File: config.mk
export PLATFORM = sky130hd
export DESIGN_NAME = obj_desc_ram
export DESIGN_NICKNAME = d
export VERILOG_FILES = /design/src/verilog/obj_pkg.sv /design/src/verilog/obj_desc_ram.sv
export SDC_FILE = /design/constraint.sdc
export NUM_CORES = 1
export LEC_CHECK = 0
export ABC_AREA = 1
export BUFFER_PORTS_ARGS = -buffer_cell sky130_fd_sc_hd__buf_2
export CORE_UTILIZATION = 45
export DETAILED_ROUTE_END_ITERATION = 6
export PLACE_DENSITY = 0.63
export SETUP_SLACK_MARGIN = 0.4
export SLEW_MARGIN = 5
export SYNTH_ARGS = -nofsm -noshare
export SYNTH_HDL_FRONTEND = slang
export SYNTH_SLANG_ARGS = --single-unit
File: constraint.sdc
create_clock -name clk -period 2.8 [get_ports clk]
set_clock_uncertainty 0.1 [all_clocks]
set_input_delay 0.14 -clock clk [delete_from_list [all_inputs] [get_ports clk]]
set_output_delay 0.14 -clock clk [all_outputs]
set_load 0.05 [all_outputs]
File: src/verilog/obj_pkg.sv
/* Object layer package
   Descriptor layout, graphics row layout and address widths */
`default_nettype none

package obj_pkg;

    localparam int OBJ_ID_W = 8;   // Object code width
    localparam int ROW_W    = 3;   // Row inside an 8-line object
    localparam int GFX_AW   = 11;  // {id, row}
    localparam int SLOT_AW  = 5;   // 32 slots of 8 pixels
    localparam int PAL_W    = 3;

    // One descriptor per column slot, 18 bits
    typedef struct packed {
        logic [OBJ_ID_W-1:0] id;     // Object code
        logic [5:0]          y;      // Top line / 4
        logic [PAL_W-1:0]    pal;
        logic                hflip;
    } obj_desc_t;

    // One graphics row, two bit planes
    typedef struct packed {
        logic [15:0] plane1;
        logic [15:0] plane0;     // Bit 0 is the leftmost sample unless flipped
    } gfx_row_t;

endpackage

`default_nettype wire
File: src/verilog/obj_desc_ram.sv
/* Object descriptor RAM
   32 slots, host write port and registered read port */
`timescale 1ns/1ps
`default_nettype none

module obj_desc_ram
    import obj_pkg::*;
(
    input  logic               clk,
    input  logic               we,
    input  logic [SLOT_AW-1:0] waddr,
    input  obj_desc_t          wdata,
    input  logic [SLOT_AW-1:0] raddr,
    output obj_desc_t          q
);

    localparam int DEPTH = 1 << SLOT_AW;

    obj_desc_t mem [DEPTH];

    // Host side, one word per clock
    always_ff @(posedge clk) begin
        if (we) begin
            mem[waddr] <= wdata;
        end
    end

    // Drawer side
    // address is held for a whole slot so q settles on the next clock
    always_ff @(posedge clk) begin
        q <= mem[raddr];
    end

endmodule

`default_nettype wire

==> impl_metrics.csv <==
group,metric,value,unit
outcome,status,"completed",
cts,clock-sinks,594,
yosys,ys_seq_area_share,74.0,%
setup_path,max_stage_delay,0.45,ns
cts,htreeDepth,2,
setup_path,crit_fanout,1,
die,die_w,232,um
sta,final-setup-viol-count,0,
cts,clock_latency,0.63,ns
power,netSwitchingFraction,23.0,%
grt,first_global_vias,14670,
detailed_routing,drt-initial-drc-count,1798,
cts,clockBufferDepth,3,
sta,fin_crit,1.64,ns
cts,hold_buffers,7,
yosys,ys_types,16,
die,dieArea,53900,um^2
sta,tns,0,ns
grt,track_usage,23.8,%
sta,slew_violations,0,
place,hpwlAfterDp,35200,um
sta,period_share,58.5,%
detailed_routing,wire_per_inst,22.7,um
detailed_routing,vias,15643,
grt,antenna_found_initial,0,
grt,grt_max_degree,100,
setup_path,cp_slowest_cell,"dfxtp_1",
place,io_buffers,47,
setup_path,cp_data_arrival_time,1.40,ns
power,p_clk_share,40.6,%
setup_path,critPathBufInv,1,
die,die_h,232,um
sta,worst_slew_margin_rel,45.2,%
power,p_sw,4.35,mW
layout,drive_gt1_share,10.3,%
place,dp.cells,2683,
detailed_routing,ant_nets,0,
sta,rsz0062_at_grt,"no",
layout,areaGrowthSynthToFinish,12.4,%
sta,tightest_slew,0.822,ns
layout,layout.cells.non_filler,2796,
sta,max_freq,0.610,GHz
sta,hold_violations,0,
die,rows,84,
yosys,synth-seq-cells,594,
cts,cts_made_buffers,56,
power,power.density,707,nW/um^2
detailed_routing,detail_route.first_pass.iterations,5,
cts,cts_tree,"built",
power,p_seq_share,52.4,%
cts,postCtsSetupBuffers,0,
setup_path,crit_path_end_kind,"primary output",
yosys,syn_inst,2009,
setup_path,path_cells,"buf_2",
power,power.total,18.9,mW
detailed_routing,drcViolationCount,0,
run,drv_cap,0,
place,gp_congestion,0.848,
cts,cts_resized,0,
die,ios,48,
grt,grt_overflow_total,0,
yosys,synth_area,23800,um^2
power,p_int,14.6,mW
layout,layout.nets,2090,
setup_path,crit_family,"flip-flops",
die,start_util,45.5,%
die,coreArea,52400,um^2
detailed_routing,drt-total-wl,63400,um
setup_path,worstPathRequired,2.56,ns
power,power.leakage,9.84,nW
grt,grt_pass1_wl,94000,um
yosys,syn_avg_cell_area,11.9,um^2
yosys,synth_nets,2039,
yosys,ys_warn_count,0,
setup_path,path_class,"reg -> out",
power,pwr-share-comb,6.9,%
min_path,hold_class,"in -> reg",
setup_path,cp-start-kind,"flip-flop",
power,irDropWorstVdd,0.673,mV
detailed_routing,post_drt_via_cell_ratio,5.59,
cts,cts-root-buf,"clkbuf_16",
cts,clkTransAtPathRegs,0.06,ns
[layout by cell type, fill, tap and decap left out, drive strengths merged]
| cell | instances |
|---|---|
| diode | 1 |
| clkinv | 27 |
| dfxtp | 18 |
| dlygate4sd3 | 7 |
| inv | 10 |
| buf | 105 |
| bufinv | 7 |
| nand3 | 444 |
| nor2 | 32 |
| edfxtp | 576 |
| clkbuf | 70 |
| clkinvlp | 1 |
| nand2 | 810 |
[layout make-up]
type / instances / area [um^2]
Fill cell: 4395 / 25600
Sequential cell: 594 / 17700
Multi-Input combinational cell: 1286 / 5460
Clock buffer: 70 / 1480
Timing Repair Buffer: 112 / 931
Tap cell: 688 / 861
Clock inverter: 35 / 362
Inverter: 10 / 47.5
Antenna cell: 1 / 2.50
[synth_stat cells]
cell type	instances	area [um^2]
nand3_1	444	2220
buf_4	26	195
buf_8	1	15.0
nor2_1	32	120
clkbuf_1	16	60.1
inv_2	1	3.75
clkinv_1	2	7.51
inv_6	1	8.76
nand2_1	810	3040
inv_1	5	18.8
edfxtp_1	576	17300
buf_6	21	236
inv_4	1	6.26
buf_2	40	200
dfxtp_1	18	360
buf_1	15	56.3
[through the flow]
stage / hold WS, ns / util, % / setup slack, ns / area [um^2]
global placement: 0.509 / 47.5 / 0.639 / 24900
CTS: 0.0101 / 51.1 / 1.13 / 26800
finish: 0.0323 / 51.1 / 1.16 / 26800
detailed placement: 0.514 / 47.5 / 0.620 / 24900
global route: 0.0363 / 51.1 / 1.12 / 26800
floorplan: 0.139 / - / 1.09 / 23800
[routing by layer]
| layer | global-route usage (%) | routed length (um) | vias up |
|---|---|---|---|
| met5 | 0 | 0 | - |
| met2 | 37.3 | 29600 | 834 |
| met3 | 3.49 | 5920 | 98 |
| met1 | 34.0 | 26200 | 7606 |
| li1 | - | - | 7105 |
| met4 | 7.92 | 1610 | 0 |
[registers in the layout, indices dropped and copies added (netlist names)]
name / flops
mem: 576
q: 18
[power groups by stage]
stage / clock [mW] / combinational [mW] / sequential, mW
6_report: 7.70 / 1.32 / 9.93
3_3_place_gp: 0 / 1.29 / 10.1
3_5_place_dp: 0 / 1.30 / 10.1
5_1_grt: 8.08 / 1.41 / 9.94
4_1_cts: 7.75 / 1.31 / 9.93
2_1_floorplan: 0 / 0.670 / 10.2
[logic make-up (layout without fill, tap and decap cells)]
family | count (synthesis) | count (layout) | synth area share (%)
buffers and inverters | 129 | 227 | 3.39
flip-flops | 594 | 594 | 74.0
AND/OR/NAND/NOR | 1286 | 1286 | 22.6
other | 0 | 1 | 0
[worst paths after layout]
| kind | depth (start not counted) | end | startpoint | slack, ns |
|---|---|---|---|---|
| worst max-delay path | 1 | q[6] | q[6] | 1.16 |
| worst min-delay path | 1 | mem[13][16] | wdata[16] | 0.03 |
| worst max register to register | 8 | q[3] | mem[20][3] | 1.37 |
| worst min register to register | 8 | q[13] | mem[10][13] | 0.66 |
No activity file was read; power rests on OpenSTA's default activity.
