File: src/verilog/video_if.sv
/* Video timing bundle, timing generator to object drawer */
`timescale 1ns/1ps
`default_nettype none

interface video_if;
    logic       pxl_cen;    // Every second clock
    logic       pxl2_cen;   // Every clock
    logic [8:0] h;
    logic [8:0] v;          // Already on the next line during hblank
    logic       hb;
    logic       vb;

    modport src (
        output pxl_cen, pxl2_cen, h, v, hb, vb
    );

    modport snk (
        input pxl_cen, pxl2_cen, h, v, hb, vb
    );
endinterface

`default_nettype wire

File: src/verilog/obj_timing.sv
/* Video timing generator
   Pixel enables, H and V counters and blanking */
`timescale 1ns/1ps
`default_nettype none

module obj_timing #(
    parameter int H_TOTAL  = 320,
    parameter int H_ACTIVE = 256,
    parameter int V_TOTAL  = 262,
    parameter int V_ACTIVE = 240
) (
    input  logic  clk,
    input  logic  reset,
    video_if.src  vid
);

    logic       cen;
    logic [8:0] h_cnt;
    logic [8:0] v_cnt;
    logic       h_last;     // Last pixel of the line
    logic       h_act_end;  // Last active pixel
    logic       v_last;

    assign h_last    = (h_cnt == 9'(H_TOTAL - 1));
    assign h_act_end = (h_cnt == 9'(H_ACTIVE - 1));
    assign v_last    = (v_cnt == 9'(V_TOTAL - 1));

    // Each h is shown for two clocks, pxl_cen low then high
    always_ff @(posedge clk) begin
        if (reset) begin
            cen   <= 1'b0;
            h_cnt <= '0;
            v_cnt <= '0;
        end else begin
            cen <= ~cen;
            if (cen) begin
                h_cnt <= h_last ? 9'd0 : h_cnt + 9'd1;
                // Line count steps as hblank begins
                // so the blank interval already carries the next line
                if (h_act_end) begin
                    v_cnt <= v_last ? 9'd0 : v_cnt + 9'd1;
                end
            end
        end
    end

    assign vid.pxl_cen  = cen;
    assign vid.pxl2_cen = 1'b1;       // Shifter runs at 2x pixel rate
    assign vid.h        = h_cnt;
    assign vid.v        = v_cnt;
    assign vid.hb       = (h_cnt >= 9'(H_ACTIVE)); // Blank right of active area
    assign vid.vb       = (v_cnt >= 9'(V_ACTIVE));

endmodule

`default_nettype wire

File: src/flat_wrapper.sv
// flat-port wrapper written by rule: the top's interface ports become plain ports
module obj_timing_flat 
#(
    parameter int H_TOTAL  = 320,
    parameter int H_ACTIVE = 256,
    parameter int V_TOTAL  = 262,
    parameter int V_ACTIVE = 240
)
  (clk, reset, vid_pxl_cen, vid_pxl2_cen, vid_h, vid_v, vid_hb, vid_vb);
  video_if vid_i ();
  input  logic clk;
  input  logic reset;
  output wire logic [$bits(vid_i.pxl_cen)-1:0] vid_pxl_cen;
  output wire logic [$bits(vid_i.pxl2_cen)-1:0] vid_pxl2_cen;
  output wire logic [$bits(vid_i.h)-1:0] vid_h;
  output wire logic [$bits(vid_i.v)-1:0] vid_v;
  output wire logic [$bits(vid_i.hb)-1:0] vid_hb;
  output wire logic [$bits(vid_i.vb)-1:0] vid_vb;
  assign vid_pxl_cen = vid_i.pxl_cen;
  assign vid_pxl2_cen = vid_i.pxl2_cen;
  assign vid_h = vid_i.h;
  assign vid_v = vid_i.v;
  assign vid_hb = vid_i.hb;
  assign vid_vb = vid_i.vb;
  obj_timing #(.H_TOTAL(H_TOTAL), .H_ACTIVE(H_ACTIVE), .V_TOTAL(V_TOTAL), .V_ACTIVE(V_ACTIVE)) u_core (.clk(clk), .reset(reset), .vid(vid_i));
endmodule
File: config.mk
export PLATFORM = sky130hd
export DESIGN_NAME = obj_timing_flat
export DESIGN_NICKNAME = d
export VERILOG_FILES = /design/src/verilog/video_if.sv /design/src/verilog/obj_timing.sv /design/src/flat_wrapper.sv
export SDC_FILE = /design/constraint.sdc
export NUM_CORES = 1
export LEC_CHECK = 0
export ABC_AREA = 1
export ABC_CLOCK_PERIOD_IN_PS = 1800
export BUFFER_PORTS_ARGS = -buffer_cell sky130_fd_sc_hd__buf_2
export CORE_ASPECT_RATIO = 0.8
export CORE_MARGIN = 4
export CORE_UTILIZATION = 40
export CTS_CLUSTER_SIZE = 14
export DETAILED_ROUTE_END_ITERATION = 8
export SLEW_MARGIN = 20
export SYNTH_ARGS = -nofsm -noshare
export SYNTH_HDL_FRONTEND = slang
export SYNTH_SLANG_ARGS = --single-unit
File: constraint.sdc
create_clock -name clk -period 1.8 [get_ports clk]
set_input_delay 0 -clock clk [delete_from_list [all_inputs] [get_ports clk]]
set_output_delay 0 -clock clk [all_outputs]
set_load 0.05 [all_outputs]
==> results.py <==
metrics = {
    "outcome": {
        "status": "finished clean",
    },
    "placement": {
        "preCtsSetupSlack_ns": 0.0896,
        "portBuffers": 22,
        "dp.cells": 200,
        "placed_area_mm2": 0.00122,
        "place_congestion": 0.787,
        "dp_hpwl_um": 1770,
    },
    "synthesis": {
        "synth_warnings": 0,
        "yosysTopAreaCell": "dfxtp_1",
        "synth_top_area_share": 0.371,
        "synthArstFlopShare": 0,
        "synth_edf_count": 0,
        "netlist_instances": 142,
        "ys_seq_elements": 19,
        "yosys-top-cells-area": "dfxtp_1 (37%), nand2_1 (12%), nor2_1 (8.1%)",
        "yosysSeqAreaShare": 0.371,
        "post_synth_num_cell_types": 24,
        "syn_area_mm2": 0.00102,
        "synthFlopType": "dfxtp_1",
        "synth_common_cells": "nand2_1 (32), nor2_1 (22), dfxtp_1 (19), inv_1 (16), nand3_1 (16)",
        "synth_nets": 150,
        "post-synth-top-count-cell": "nand2_1",
        "avgSynthCellArea_um2": 7.22,
    },
    "cts": {
        "clk_pin_slew_ns": 0.11,
        "root_buffer": "clkbuf_4",
        "cts_buffer_depth": 2,
        "cts-buffers-inserted": 3,
        "cts_tree": "done",
        "clock_latency_ns": 0.29,
        "clock-sinks": 19,
        "htreeDepth": 1,
    },
    "routing": {
        "dr.first_iter.drc_count": 24,
        "wl_per_cell_um": 11.4,
        "postRouteAntennaNets": 0,
        "routed_via_density": 4.72,
        "first_pass_iters": 4,
        "vias": 982,
        "drc": 0,
        "finalWirelength_um": 2370,
    },
    "critical_path": {
        "r2r_start": "u_core.vid.h[0]",
        "cp_num_buf_inv": 0,
        "critPathRequiredTime_ns": 2.00,
        "path_class": "reg -> reg",
        "critical_path.cell_chain": "ha_4 > nand2_4 > nor4_4 > ha_4 > nand3_4 > nor2_4 > xor2_1 > nor2_1",
        "reg2reg_depth": 8,
        "cp_num_cells": 8,
        "cp_max_fo": 5,
        "crit_top_cell": "ha_4",
        "end_kind": "flop",
        "slowest_stage": "dfxtp_4",
        "arrival_ns": 1.89,
        "critPathLaunchType": "flop",
        "cp_top_family": "simple AND/OR/NAND/NOR gates",
        "cp-startpoint": "u_core.vid.h[0]",
        "slowest_delay_ns": 0.39,
    },
    "final_layout": {
        "fin_cells": 208,
        "fill_cells": 243,
        "nNetsFinal": 181,
        "drive_above_1_share": 0.337,
        "syn2layout_area_growth_pct": 31.7,
        "fin_area_mm2": 0.00135,
        "seq_area_um2": 398,
        "finish.utilization": 0.553,
        "antenna_cells": 0,
        "multi_input_area_um2": 656,
    },
    "die": {
        "start_util": 0.420,
        "die_x_um": 64.6,
        "row_count": 16,
        "dieArea_mm2": 0.00344,
        "pin_count": 24,
        "die_h_um": 53.3,
        "coreArea_mm2": 0.00244,
    },
    "worst_hold_path": {
        "hp-class": "in -> reg",
        "whs_path_depth": 3,
        "min_from": "reset",
    },
    "global_route": {
        "grt_max_degree": 11,
        "grt.total_usage": 0.159,
        "grt_first_pass_wirelength_um": 4130,
        "grt_overflow": 0,
        "antenna_found_initial": 0,
        "grt_pass1_vias": 917,
    },
    "power": {
        "p_leak_nw": 0.641,
        "p_total_w": 0.000717,
        "power_density_mw_per_mm2": 531,
        "ir_worst_vdd_mv": 0.318,
    },
    "sta": {
        "finalSetupViolCount": 0,
        "skew_ns": 0.00217,
        "rsz0062_at_grt": "true",
        "fmax_mhz": 591,
        "worst_slack_ns": 0.107,
        "fin_crit_sh": 0.941,
        "finalHoldViolCount": 0,
        "slew_viol_final": 0,
        "post-route-min-period_ns": 1.69,
    },
    "flow_run": {
        "drv_cap": 0,
    },
}
[power breakdown]
group | total [W] | internal [W] | switching, W
Sequential | 0.000434 | 0.000423 | 0.0000109
Clock | 0.000216 | 0.0000863 | 0.000130
Combinational | 0.0000666 | 0.0000201 | 0.0000465
Total | 0.000717 | 0.000530 | 0.000187
[what timing repair did]
| action | CTS | global route |
|---|---|---|
| hold buffers | 1 | 0 |
| gates resized for setup | 0 | 12 |
| hold endpoints to repair | 4 | 0 |
| setup buffers | 0 | 3 |
| setup endpoints to repair | 0 | 9 |
[final timing paths]
check                                  endpoint  slack (ns)
worst max-delay path            u_core.vid.v[3]        0.11
worst min-delay path            u_core.vid.h[7]        0.49
worst max register to register  u_core.vid.v[3]        0.11
worst min register to register  u_core.vid.h[8]        0.53
[placed cells by master, fill, tap and decap left out, types with 2 or more instances in the layout]
master / count
buf_2: 22
dfxtp_1: 11
xor2_1: 4
nand2_2: 2
dfxtp_2: 5
a21oi_1: 5
nand2_1: 30
nand3_2: 4
nor3_1: 4
nand3_1: 11
buf_4: 5
nand3_4: 2
ha_4: 2
dfxtp_4: 3
clkbuf_4: 3
nor2_1: 22
ha_1: 4
nor2_4: 4
inv_1: 16
[logic make-up (layout without fill, tap and decap cells)]
logic type / count (synthesis) / after routing / synth area share
compound gates: 7 / 7 / 0.0378
xor+xnor: 5 / 5 / 0.0427
simple gates: 84 / 84 / 0.394
fa+ha+maj: 6 / 6 / 0.0733
other cells: 1 / 1 / 0.00366
buf+inv: 20 / 50 / 0.0769
flops: 19 / 19 / 0.371
[sequential cells by signal (all words and copies together) (netlist names)]
name	count
u_core.vid.h	9
u_core.vid.pxl_cen	1
u_core.vid.v	9
[final cells by class]
class                           instances  area share
Multi-Input combinational cell        103       0.486
Sequential cell                        19       0.295
Timing Repair Buffer                   28       0.117
Inverter                               18      0.0500
Tap cell                               36      0.0334
Clock buffer                            4      0.0195
[metrics by stage]
stage                     hold WS [ns]  setup TNS (ns)
final                            0.489               0
after global routing             0.489         -0.0399
after CTS                        0.480               0
after detailed placement         0.268               0
after global placement           0.265               0
after floorplan                 0.0641               0
[worst reg2reg max path, stage by stage, from the launching register on]
cell and delay (ns):
dfxtp_4 0.39, ha_4 0.15, nand2_4 0.05, nor4_4 0.25, ha_4 0.21, nand3_4 0.09
nor2_4 0.19, xor2_1 0.19, nor2_1 0.07
[routing by layer]
metal / wire length, um / part of all wire / track usage / vias up
li1: - / - / - / 507
met1: 1160 / 0.49 / 0.214 / 445
met2: 1040 / 0.44 / 0.248 / 28
met3: 154 / 0.065 / 0.0446 / 2
met4: 18 / 0.0076 / 0.0421 / 0
met5: 0 / 0 / 0 / -
(Power assumes the default switching activity.)
