==> config.mk <==
export PLATFORM = sky130hd
export DESIGN_NAME = obj_draw_flat
export DESIGN_NICKNAME = d
export VERILOG_FILES = /design/src/verilog/obj_pkg.sv /design/src/verilog/video_if.sv /design/src/verilog/obj_draw.sv /design/src/flat_wrapper.sv
export SDC_FILE = /design/constraint.sdc
export NUM_CORES = 1
export LEC_CHECK = 0
export BUFFER_PORTS_ARGS = -buffer_cell sky130_fd_sc_hd__buf_2
export CORE_AREA = 4 4 103 105
export CTS_CLUSTER_SIZE = 30
export DETAILED_ROUTE_END_ITERATION = 16
export DIE_AREA = 0 0 107 109
export PLACE_DENSITY = 0.84
export SETUP_SLACK_MARGIN = 0.3
export SLEW_MARGIN = 40
export SYNTH_ARGS = -nofsm -noshare
export SYNTH_HDL_FRONTEND = slang
export SYNTH_SLANG_ARGS = --single-unit
==> constraint.sdc <==
create_clock -name clk -period 1.6 [get_ports clk]
set_clock_uncertainty 0.15 [all_clocks]
set_input_delay 0.08 -clock clk [delete_from_list [all_inputs] [get_ports clk]]
set_output_delay 0.08 -clock clk [all_outputs]
set_load 0.02 [all_outputs]
==> src/verilog/obj_pkg.sv <==
/* Object layer package
   Descriptor layout, graphics row layout and address widths */
`default_nettype none

package obj_pkg;

    localparam int OBJ_ID_W = 8;   // Object code width
    localparam int ROW_W    = 3;   // Row inside an 8-line object
    localparam int GFX_AW   = 11;  // {id, row}
    localparam int SLOT_AW  = 5;   // 32 slots of 8 pixels
    localparam int PAL_W    = 3;

    // One descriptor per column slot, 18 bits
    typedef struct packed {
        logic [OBJ_ID_W-1:0] id;     // Object code
        logic [5:0]          y;      // Top line / 4
        logic [PAL_W-1:0]    pal;
        logic                hflip;
    } obj_desc_t;

    // One graphics row, two bit planes
    typedef struct packed {
        logic [15:0] plane1;
        logic [15:0] plane0;     // Bit 0 is the leftmost sample unless flipped
    } gfx_row_t;

endpackage

`default_nettype wire
==> src/verilog/video_if.sv <==
/* Video timing bundle, timing generator to object drawer */
`timescale 1ns/1ps
`default_nettype none

interface video_if;
    logic       pxl_cen;    // Every second clock
    logic       pxl2_cen;   // Every clock
    logic [8:0] h;
    logic [8:0] v;          // Already on the next line during hblank
    logic       hb;
    logic       vb;

    modport src (
        output pxl_cen, pxl2_cen, h, v, hb, vb
    );

    modport snk (
        input pxl_cen, pxl2_cen, h, v, hb, vb
    );
endinterface

`default_nettype wire

==> src/verilog/obj_draw.sv <==
/* Row based object drawer
   Per slot descriptor fetch, row test, plane shifters and pixel output */
`timescale 1ns/1ps
`default_nettype none

module obj_draw
    import obj_pkg::*;
(
    input  logic               clk,
    input  logic               reset,
    video_if.snk               vid,
    output logic [SLOT_AW-1:0] desc_addr,
    input  obj_desc_t          desc_q,
    output logic               gfx_rd,
    output logic [GFX_AW-1:0]  gfx_addr,
    input  gfx_row_t           gfx_q,
    output logic [1:0]         obj_pix,
    output logic [PAL_W-1:0]   pix_pal,
    output logic [8:0]         pix_h,
    output logic [8:0]         pix_v,
    output logic               pix_sub,
    output logic               pix_hb,
    output logic               pix_vb
);

    logic             slot_start;   // First 2x sample of a slot
    logic             test_ph;      // Phase 2, row test
    logic             fetch_ph;     // Phase 3, graphics read
    logic [7:0]       row_diff;     // v - 4*y, mod 256
    logic             vis_n;        // Next slot covers this line
    logic [PAL_W-1:0] pal_n;
    logic             hflip_n;
    logic [PAL_W-1:0] pal_a;        // Slot being shifted
    logic             hflip_a;
    gfx_row_t         row_ld;
    logic [15:0]      sh1;
    logic [15:0]      sh0;
    logic [1:0]       pix_nx;
    logic [8:0]       h_d1;
    logic [8:0]       v_d1;
    logic             sub_d1;
    logic             hb_d1;
    logic             vb_d1;

    assign slot_start = vid.pxl2_cen && !vid.pxl_cen && (vid.h[2:0] == 3'd0);
    assign test_ph    = vid.pxl_cen && (vid.h[2:0] == 3'd2);
    assign fetch_ph   = vid.pxl_cen && (vid.h[2:0] == 3'd3);

    // Next slot; whole hblank prefetches slot 0 of the coming line
    assign desc_addr = vid.hb ? '0 : vid.h[SLOT_AW+2:3] + 1'b1;

    assign row_diff = vid.v[7:0] - {desc_q.y, 2'b00};

    // No fetch for empty slots, so none in vblank either
    assign gfx_rd = fetch_ph && vis_n;

    assign row_ld = vis_n ? gfx_q : '0;    // Empty slot shifts zeros

    // hflip walks from bit 15 down
    assign pix_nx = hflip_a ? {sh1[15], sh0[15]} : {sh1[0], sh0[0]};

    always_ff @(posedge clk) begin
        if (reset) begin
            vis_n <= 1'b0;
        end else if (test_ph) begin
            vis_n <= (row_diff[7:ROW_W] == '0) && !vid.vb;
        end
    end

    // Pending descriptor fields for the next slot
    always_ff @(posedge clk) begin
        if (test_ph) begin
            gfx_addr <= {desc_q.id, row_diff[ROW_W-1:0]};
            pal_n    <= desc_q.pal;
            hflip_n  <= desc_q.hflip;
        end
    end

    // Plane shifters, load at the slot boundary
    always_ff @(posedge clk) begin
        if (reset) begin
            sh1     <= '0;
            sh0     <= '0;
            pal_a   <= '0;
            hflip_a <= 1'b0;
        end else if (vid.pxl2_cen) begin
            if (slot_start) begin
                sh1     <= row_ld.plane1;
                sh0     <= row_ld.plane0;
                pal_a   <= pal_n;
                hflip_a <= hflip_n;
            end else if (hflip_a) begin
                sh1 <= {sh1[14:0], 1'b0};
                sh0 <= {sh0[14:0], 1'b0};
            end else begin
                sh1 <= {1'b0, sh1[15:1]};
                sh0 <= {1'b0, sh0[15:1]};
            end
        end
    end

    // Two clock delay on position and blanks, sample rides one behind
    always_ff @(posedge clk) begin
        if (reset) begin
            {h_d1, v_d1, sub_d1, hb_d1, vb_d1} <= '0;
            {pix_h, pix_v, pix_sub, pix_hb, pix_vb} <= '0;
            obj_pix <= '0;
            pix_pal <= '0;
        end else if (vid.pxl2_cen) begin
            h_d1    <= vid.h;
            v_d1    <= vid.v;
            sub_d1  <= vid.pxl_cen;   // High on second half of a pixel
            hb_d1   <= vid.hb;
            vb_d1   <= vid.vb;
            pix_h   <= h_d1;
            pix_v   <= v_d1;
            pix_sub <= sub_d1;
            pix_hb  <= hb_d1;
            pix_vb  <= vb_d1;
            obj_pix <= (hb_d1 || vb_d1) ? 2'b00 : pix_nx; // Blank forces zero
            pix_pal <= pal_a;
        end
    end

endmodule

`default_nettype wire

==> src/flat_wrapper.sv <==
// flat-port wrapper written by rule: the top's interface ports become plain ports
module obj_draw_flat import obj_pkg::*;
  (clk, reset, desc_addr, desc_q, gfx_rd, gfx_addr, gfx_q, obj_pix, pix_pal, pix_h, pix_v, pix_sub, pix_hb, pix_vb, vid_pxl_cen, vid_pxl2_cen, vid_h, vid_v, vid_hb, vid_vb);
  video_if vid_i ();
  input  logic clk;
  input  logic reset;
  output logic [SLOT_AW-1:0] desc_addr;
  input  obj_desc_t desc_q;
  output logic gfx_rd;
  output logic [GFX_AW-1:0] gfx_addr;
  input  gfx_row_t gfx_q;
  output logic [1:0] obj_pix;
  output logic [PAL_W-1:0] pix_pal;
  output logic [8:0] pix_h;
  output logic [8:0] pix_v;
  output logic pix_sub;
  output logic pix_hb;
  output logic pix_vb;
  input wire logic [$bits(vid_i.pxl_cen)-1:0] vid_pxl_cen;
  input wire logic [$bits(vid_i.pxl2_cen)-1:0] vid_pxl2_cen;
  input wire logic [$bits(vid_i.h)-1:0] vid_h;
  input wire logic [$bits(vid_i.v)-1:0] vid_v;
  input wire logic [$bits(vid_i.hb)-1:0] vid_hb;
  input wire logic [$bits(vid_i.vb)-1:0] vid_vb;
  assign vid_i.pxl_cen = vid_pxl_cen;
  assign vid_i.pxl2_cen = vid_pxl2_cen;
  assign vid_i.h = vid_h;
  assign vid_i.v = vid_v;
  assign vid_i.hb = vid_hb;
  assign vid_i.vb = vid_vb;
  obj_draw u_core (.clk(clk), .reset(reset), .vid(vid_i), .desc_addr(desc_addr), .desc_q(desc_q), .gfx_rd(gfx_rd), .gfx_addr(gfx_addr), .gfx_q(gfx_q), .obj_pix(obj_pix), .pix_pal(pix_pal), .pix_h(pix_h), .pix_v(pix_v), .pix_sub(pix_sub), .pix_hb(pix_hb), .pix_vb(pix_vb));
endmodule
==> results of run 1 <==
report_power, final:
group | internal (W) | switching [W]
registers | 0.00259 | 0.0000426
logic | 0.000350 | 0.000343
clock network | 0.00108 | 0.000827
total | 0.00402 | 0.00121
repair_timing:
action                                 4_1_cts  5_1_grt
setup endpoints to repair                   32       40
pin swaps                                    8       12
buffers inserted                             2        1
cloned                                       0        2
gates resized for setup                     11       22
endpoints found under the hold margin       60        4
flip-flops by register name (all words and copies together), names as in the netlist:
name             flops
u_core.hb_d1         1
u_core.vis_n         1
u_core.pix_vb        1
u_core.h_d1          9
u_core.v_d1          9
u_core.sh1          16
u_core.pix_v         9
u_core.sh0          16
u_core.pix_hb        1
u_core.pix_h         9
u_core.pal_n         3
u_core.pix_sub       1
u_core.gfx_addr     11
u_core.hflip_a       1
u_core.obj_pix       2
u_core.pal_a         3
u_core.vb_d1         1
u_core.pix_pal       3
u_core.sub_d1        1
u_core.hflip_n       1
cell type report:
type | instances | area [µm²] | share of cell area (%)
clock buffers | 11 | 141 | 2.26
clock inverters | 4 | 98.8 | 1.58
inverters | 8 | 37.5 | 0.601
multi-input cells | 312 | 2260 | 36.3
flip-flops and latches | 99 | 2140 | 34.3
well taps | 133 | 166 | 2.66
repair buffers | 190 | 1400 | 22.4
worst paths after layout:
path | start | slack (ns) | cells past startpoint | to
min | reset | -0.11 | 2 | u_core.v_d1[4]
min reg2reg | u_core.pal_a[1] | 0.31 | 2 | u_core.pal_a[1]
max | u_core.hflip_a | 0.19 | 5 | u_core.sh0[13]
max reg2reg | u_core.hflip_a | 0.19 | 5 | u_core.sh0[13]
routing by layer:
metal / track usage, % / vias up
li1: - / 1884
met1: 22.1 / 1831
met2: 36.1 / 115
met3: 4.26 / 25
met4: 8.31 / 0
met5: 0 / -
metrics by stage:
step,util (%),total power [W],cells,instance area [µm²],setup WS [ns]
2_1_floorplan,-,0.00302,450,4590,0.0549
3_3_place_gp,54.9,0.00321,683,5300,-0.145
3_5_place_dp,54.9,0.00324,683,5300,-0.217
4_1_cts,63.6,0.00524,754,6130,0.201
5_1_grt,64.8,0.00545,757,6250,0.104
6_report,64.8,0.00523,757,6250,0.192
kinds of logic (layout without fill, tap and decap cells):
family	after synthesis	after routing	share of synthesized area, %
xor+xnor	5	5	0.965
compound gates	16	16	2.40
flops	99	99	47.0
mux	134	134	29.5
buf+inv	39	213	4.52
simple gates	150	150	13.5
fa+ha+maj	7	7	2.09
cell usage after synthesis, drive strengths merged:
master,number,area (µm²)
a21o,2,15.0
a21oi,6,30.0
a311oi,4,35.0
a31oi,1,6.26
and3,2,12.5
buf,21,134
clkbuf,10,41.3
dfxtp,84,1680
edfxtp,15,450
fa,1,20.0
ha,6,75.1
inv,8,30.0
mux2i,134,1340
nand2,37,139
nand2b,1,6.26
nand3,10,50.1
nand3b,2,15.0
nand4,1,6.26
nor2,90,340
nor2b,1,6.26
nor3,4,20.0
nor4b,1,8.76
o211a,1,10.0
o21ai,1,5.00
o31ai,1,7.51
or3b,1,8.76
xnor2,2,17.5
xor2,3,26.3
==> impl_metrics.env, run 1 <==
export IMPL_io_pins=117
export IMPL_clockRootBuffer="clkbuf_8"
export IMPL_worstPathCellList="buf_6 -> mux2i_1 -> mux2i_1 -> mux2i_1 -> nor2_1"
export IMPL_n_fill_cell=761
export IMPL_synth_seq_area_share_pct=47.0
export IMPL_h_tree_depth=3
export IMPL_violations="hold timing"
export IMPL_finalSetupViolations=0
export IMPL_cts_buffers=9
export IMPL_cts_tree="built"
export IMPL_ys_types=33
export IMPL_grt_start_max_net_pins=84
export IMPL_fin_crit_sh_pct=88.0
export IMPL_fin_setup_tns_ns=0
export IMPL_cts_clk_slew_worst_paths_ns=0.09
export IMPL_die_h_um=109
export IMPL_crit_buf_inv=1
export IMPL_area_delta_synth_final_pct=37.6
export IMPL_synth_area_um2=4540
export IMPL_grt_overflow=0
export IMPL_status="finished with violations"
export IMPL_rsz0062_at_grt="yes"
export IMPL_crit_arrival_ns=1.49
export IMPL_vias=3855
export IMPL_viasPerCell=5.09
export IMPL_hold_viol=4
export IMPL_initial_core_util_pct=47.1
export IMPL_slew_headroom_pct=62.3
export IMPL_cpMaxStageDelayCell="dfxtp_4"
export IMPL_clk_latency_ns=0.35
export IMPL_rows=36
export IMPL_nets=701
export IMPL_finalWirelength_um=11900
export IMPL_hold_ws_ns=-0.108
export IMPL_hold_class="in -> reg"
export IMPL_grt_pass1_vias=3870
export IMPL_antenna_found_initial=0
export IMPL_wl_met1_um=4850
export IMPL_slew_violations=0
export IMPL_clock_sinks=99
export IMPL_yosys_warnings=0
export IMPL_critPathMaxStageDelay_ns=0.44
export IMPL_p_leak_nw=2.89
export IMPL_antenna_left=0
export IMPL_mostFrequentLayoutCells="132 x mux2i_1, 107 x buf_2, 84 x nor2_1, 82 x dfxtp_1, 54 x dlygate4sd3_1"
export IMPL_fp_dieW_um=107
export IMPL_syn_avg_cell_area_um2=10.1
export IMPL_layout_commonest_cell="mux2i_1"
export IMPL_ys_ff_latch=99
export IMPL_dpl_hpwl_um=7530
export IMPL_layout_min_cycle_time_ns=1.41
export IMPL_cts_max_path_buffers=2
export IMPL_vdd_ir_drop_max_uv=573
export IMPL_drt_pass1_iterations=4
export IMPL_required_ns=1.68
export IMPL_synthesis_instances=450
export IMPL_gp_congestion=0.772
export IMPL_top_layer_used="met4"
export IMPL_route_detailed_drc=0
export IMPL_route_met2_wl_um=6140
export IMPL_worstSetupPathType="reg -> reg"
export IMPL_tightest_slew_ns=0.566
export IMPL_n_antenna_cell=0
export IMPL_met3_length_um=644
export IMPL_crit_path_max_fanout=8
export IMPL_endpoint_kind="flip-flop"
export IMPL_drive_gt1_share_pct=26.8
export IMPL_clock_fmax_mhz=710
export IMPL_max_cap_violations=0
export IMPL_track_usage_pct=19.7
export IMPL_hold_buffers=54
export IMPL_grt_first_pass_wirelength_um=18100
export IMPL_start_kind="flip-flop"
export IMPL_core_area_um2=9640
export IMPL_die_area_um2=11700
export IMPL_power_density_nw_per_um2=837
export IMPL_wl_per_cell_um=15.7
export IMPL_portBuffers=116
export IMPL_dr_first_iter_drc_count=131
export IMPL_synth_nets=531
export IMPL_crit_top_cell="mux2i_1"
export IMPL_critPathTopFamily="multiplexers"
Power figures use the tool's default switching activity.
==> inputs of run 2 (changes only) <==
CORE_AREA = 4 4 101 103   (was 4 4 103 105)
DIE_AREA = 0 0 105 107   (was 0 0 107 109)
PLACE_DENSITY = 0.83   (was 0.84)
SETUP_SLACK_MARGIN = not set   (was 0.3)
clock period = 1.3 ns   (was 1.6 ns; I/O delays follow)
==> impl_metrics.env, run 2 (same netlist as run 1, synthesis figures left out) <==
export IMPL_combPwrFrac_pct=14.7
export IMPL_nets=713
export IMPL_post_cts_buffers=0
export IMPL_grt_pass1_vias=3998
export IMPL_finalWirelength_um=11800
export IMPL_grt_start_max_net_pins=40
export IMPL_crit_buf_inv=1
export IMPL_dpl_hpwl_um=7560
export IMPL_layout_min_cycle_time_ns=1.40
export IMPL_clockRootBuffer="clkbuf_8"
export IMPL_gp_congestion=0.786
export IMPL_n_antenna_cell=0
export IMPL_status="finished with violations"
export IMPL_crit_arrival_ns=1.49
export IMPL_endpoint_kind="flip-flop"
export IMPL_area_delta_synth_final_pct=38.0
export IMPL_fp_dieW_um=105
export IMPL_hold_viol=1
export IMPL_rows=35
export IMPL_cpMaxStageDelayCell="dfxtp_4"
export IMPL_crit_cells=5
export IMPL_antenna_found_initial=0
export IMPL_cts_buffers=9
export IMPL_power_density_nw_per_um2=959
export IMPL_viasPerCell=5.22
export IMPL_track_usage_pct=21.5
export IMPL_holdPathStages=4
export IMPL_switching_share_pct=25.6
export IMPL_critPathMaxStageDelay_ns=0.44
export IMPL_cts_clk_slew_worst_paths_ns=0.09
export IMPL_pwr_share_clk_pct=31.4
export IMPL_start_kind="flip-flop"
export IMPL_p_int_w=0.00447
export IMPL_hold_class="in -> reg"
export IMPL_crit_top_cell="mux2i_1"
export IMPL_route_detailed_drc=0
export IMPL_violations="hold timing, setup timing"
export IMPL_rsz0062_at_grt="yes"
export IMPL_tightest_slew_ns=0.345
export IMPL_grt_overflow=0
export IMPL_worstPathCellList="buf_4 -> mux2i_2 -> mux2i_1 -> mux2i_1 -> nor2_1"
export IMPL_required_ns=1.39
export IMPL_fin_setup_tns_ns=-1.12
export IMPL_switchingPower_w=0.00154
export IMPL_slew_headroom_pct=77.0
export IMPL_clock_sinks=99
export IMPL_rr_worst_depth=5
export IMPL_dr_first_iter_drc_count=140
export IMPL_core_area_um2=9200
export IMPL_reg_largest_list="u_core.sh0 x16, u_core.sh1 x16, u_core.gfx_addr x11"
export IMPL_die_h_um=107
export IMPL_cts_max_path_buffers=2
export IMPL_die_area_um2=11200
export IMPL_wl_per_cell_um=15.8
export IMPL_grt_first_pass_wirelength_um=19500
export IMPL_max_cap_violations=0
export IMPL_sequentialPowerShare_pct=53.9
export IMPL_antenna_left=0
export IMPL_fin_crit_sh_pct=108
export IMPL_io_pins=117
export IMPL_setup_ws_ns=-0.100
export IMPL_clk_latency_ns=0.36
export IMPL_portBuffers=116
export IMPL_drive_gt1_share_pct=26.7
export IMPL_critPathTopFamily="multiplexers"
export IMPL_slew_violations=0
export IMPL_clock_fmax_mhz=714
export IMPL_p_leak_nw=2.91
export IMPL_h_tree_depth=3
export IMPL_layout_commonest_cell="mux2i_1"
export IMPL_hold_ws_ns=-0.0174
export IMPL_vdd_ir_drop_max_uv=644
export IMPL_initial_core_util_pct=49.4
export IMPL_cts_tree="built"
export IMPL_finalSetupViolations=29
export IMPL_fin_cells=748
export IMPL_power_w=0.00601
export IMPL_mostFrequentLayoutCells="132 x mux2i_1, 110 x buf_2, 87 x nor2_1, 82 x dfxtp_1, 61 x dlygate4sd3_1"
export IMPL_crit_path_max_fanout=7
export IMPL_drt_pass1_iterations=4
export IMPL_placed_cells_incl_taps=670
export IMPL_vias=3905
export IMPL_worstSetupPathType="reg -> reg"
run 2: cell count changes in the layout (fill, tap and decap cells not counted), sizes merged:
cell,previous run,this run
buf,135,140
bufinv,3,0
clkbuf,12,13
clkinvlp,0,2
dlygate4sd3,54,61
inv,8,9
run 2: worst register-to-register path: stages, from the launching register on:
cell     delay [ns]
dfxtp_4        0.44
buf_4          0.20
mux2i_2        0.23
mux2i_1        0.09
mux2i_1        0.13
nor2_1         0.05
run 2: area by class of cell:
class,count,area [µm²]
Fill cell,675,2930
Multi-Input combinational cell,312,2260
Sequential cell,99,2140
Timing Repair Buffer,202,1500
Clock buffer,12,156
Tap cell,111,139
Inverter,8,37.5
Clock inverter,4,32.5
run 2: stage by stage:
step,utilization (%),setup slack [ns],cell area [µm²]
6_report,68.1,-0.100,6270
2_1_floorplan,-,-0.230,4590
3_5_place_dp,58.6,-0.568,5390
5_1_grt,68.1,-0.185,6270
3_3_place_gp,58.6,-0.448,5390
4_1_cts,67.4,-0.110,6200
run 2: power groups by stage:
stage                     clock [W]  combinational [W]  sequential, W
after global placement            0           0.000676        0.00331
after global routing        0.00207           0.000958        0.00325
after CTS                   0.00194           0.000849        0.00324
final                       0.00189           0.000882        0.00324
after floorplan                   0           0.000373        0.00335
after detailed placement          0           0.000704        0.00331
run 2: repair_timing:
action                                  4_1_cts  5_1_grt
gates cloned                                  0        1
pin swaps                                     4        3
hold buffers                                 60        1
endpoints found under the setup margin       31       33
gates resized for setup                       7        9
endpoints found under the hold margin        63        1
run 2: routing by layer:
metal  part of all wire (%)  global-route usage, %
met5                      0                      0
met4                    1.9                   6.28
met3                    5.7                   5.48
met2                     54                   40.2
met1                     39                   23.9
run 2: worst paths after layout:
kind,startpoint,endpoint,slack [ns]
min,reset,u_core.vis_n,-0.02
max reg2reg,u_core.hflip_a,u_core.sh0[4],-0.10
max,u_core.hflip_a,u_core.sh0[4],-0.10
min reg2reg,u_core.pal_a[0],u_core.pal_a[0],0.31
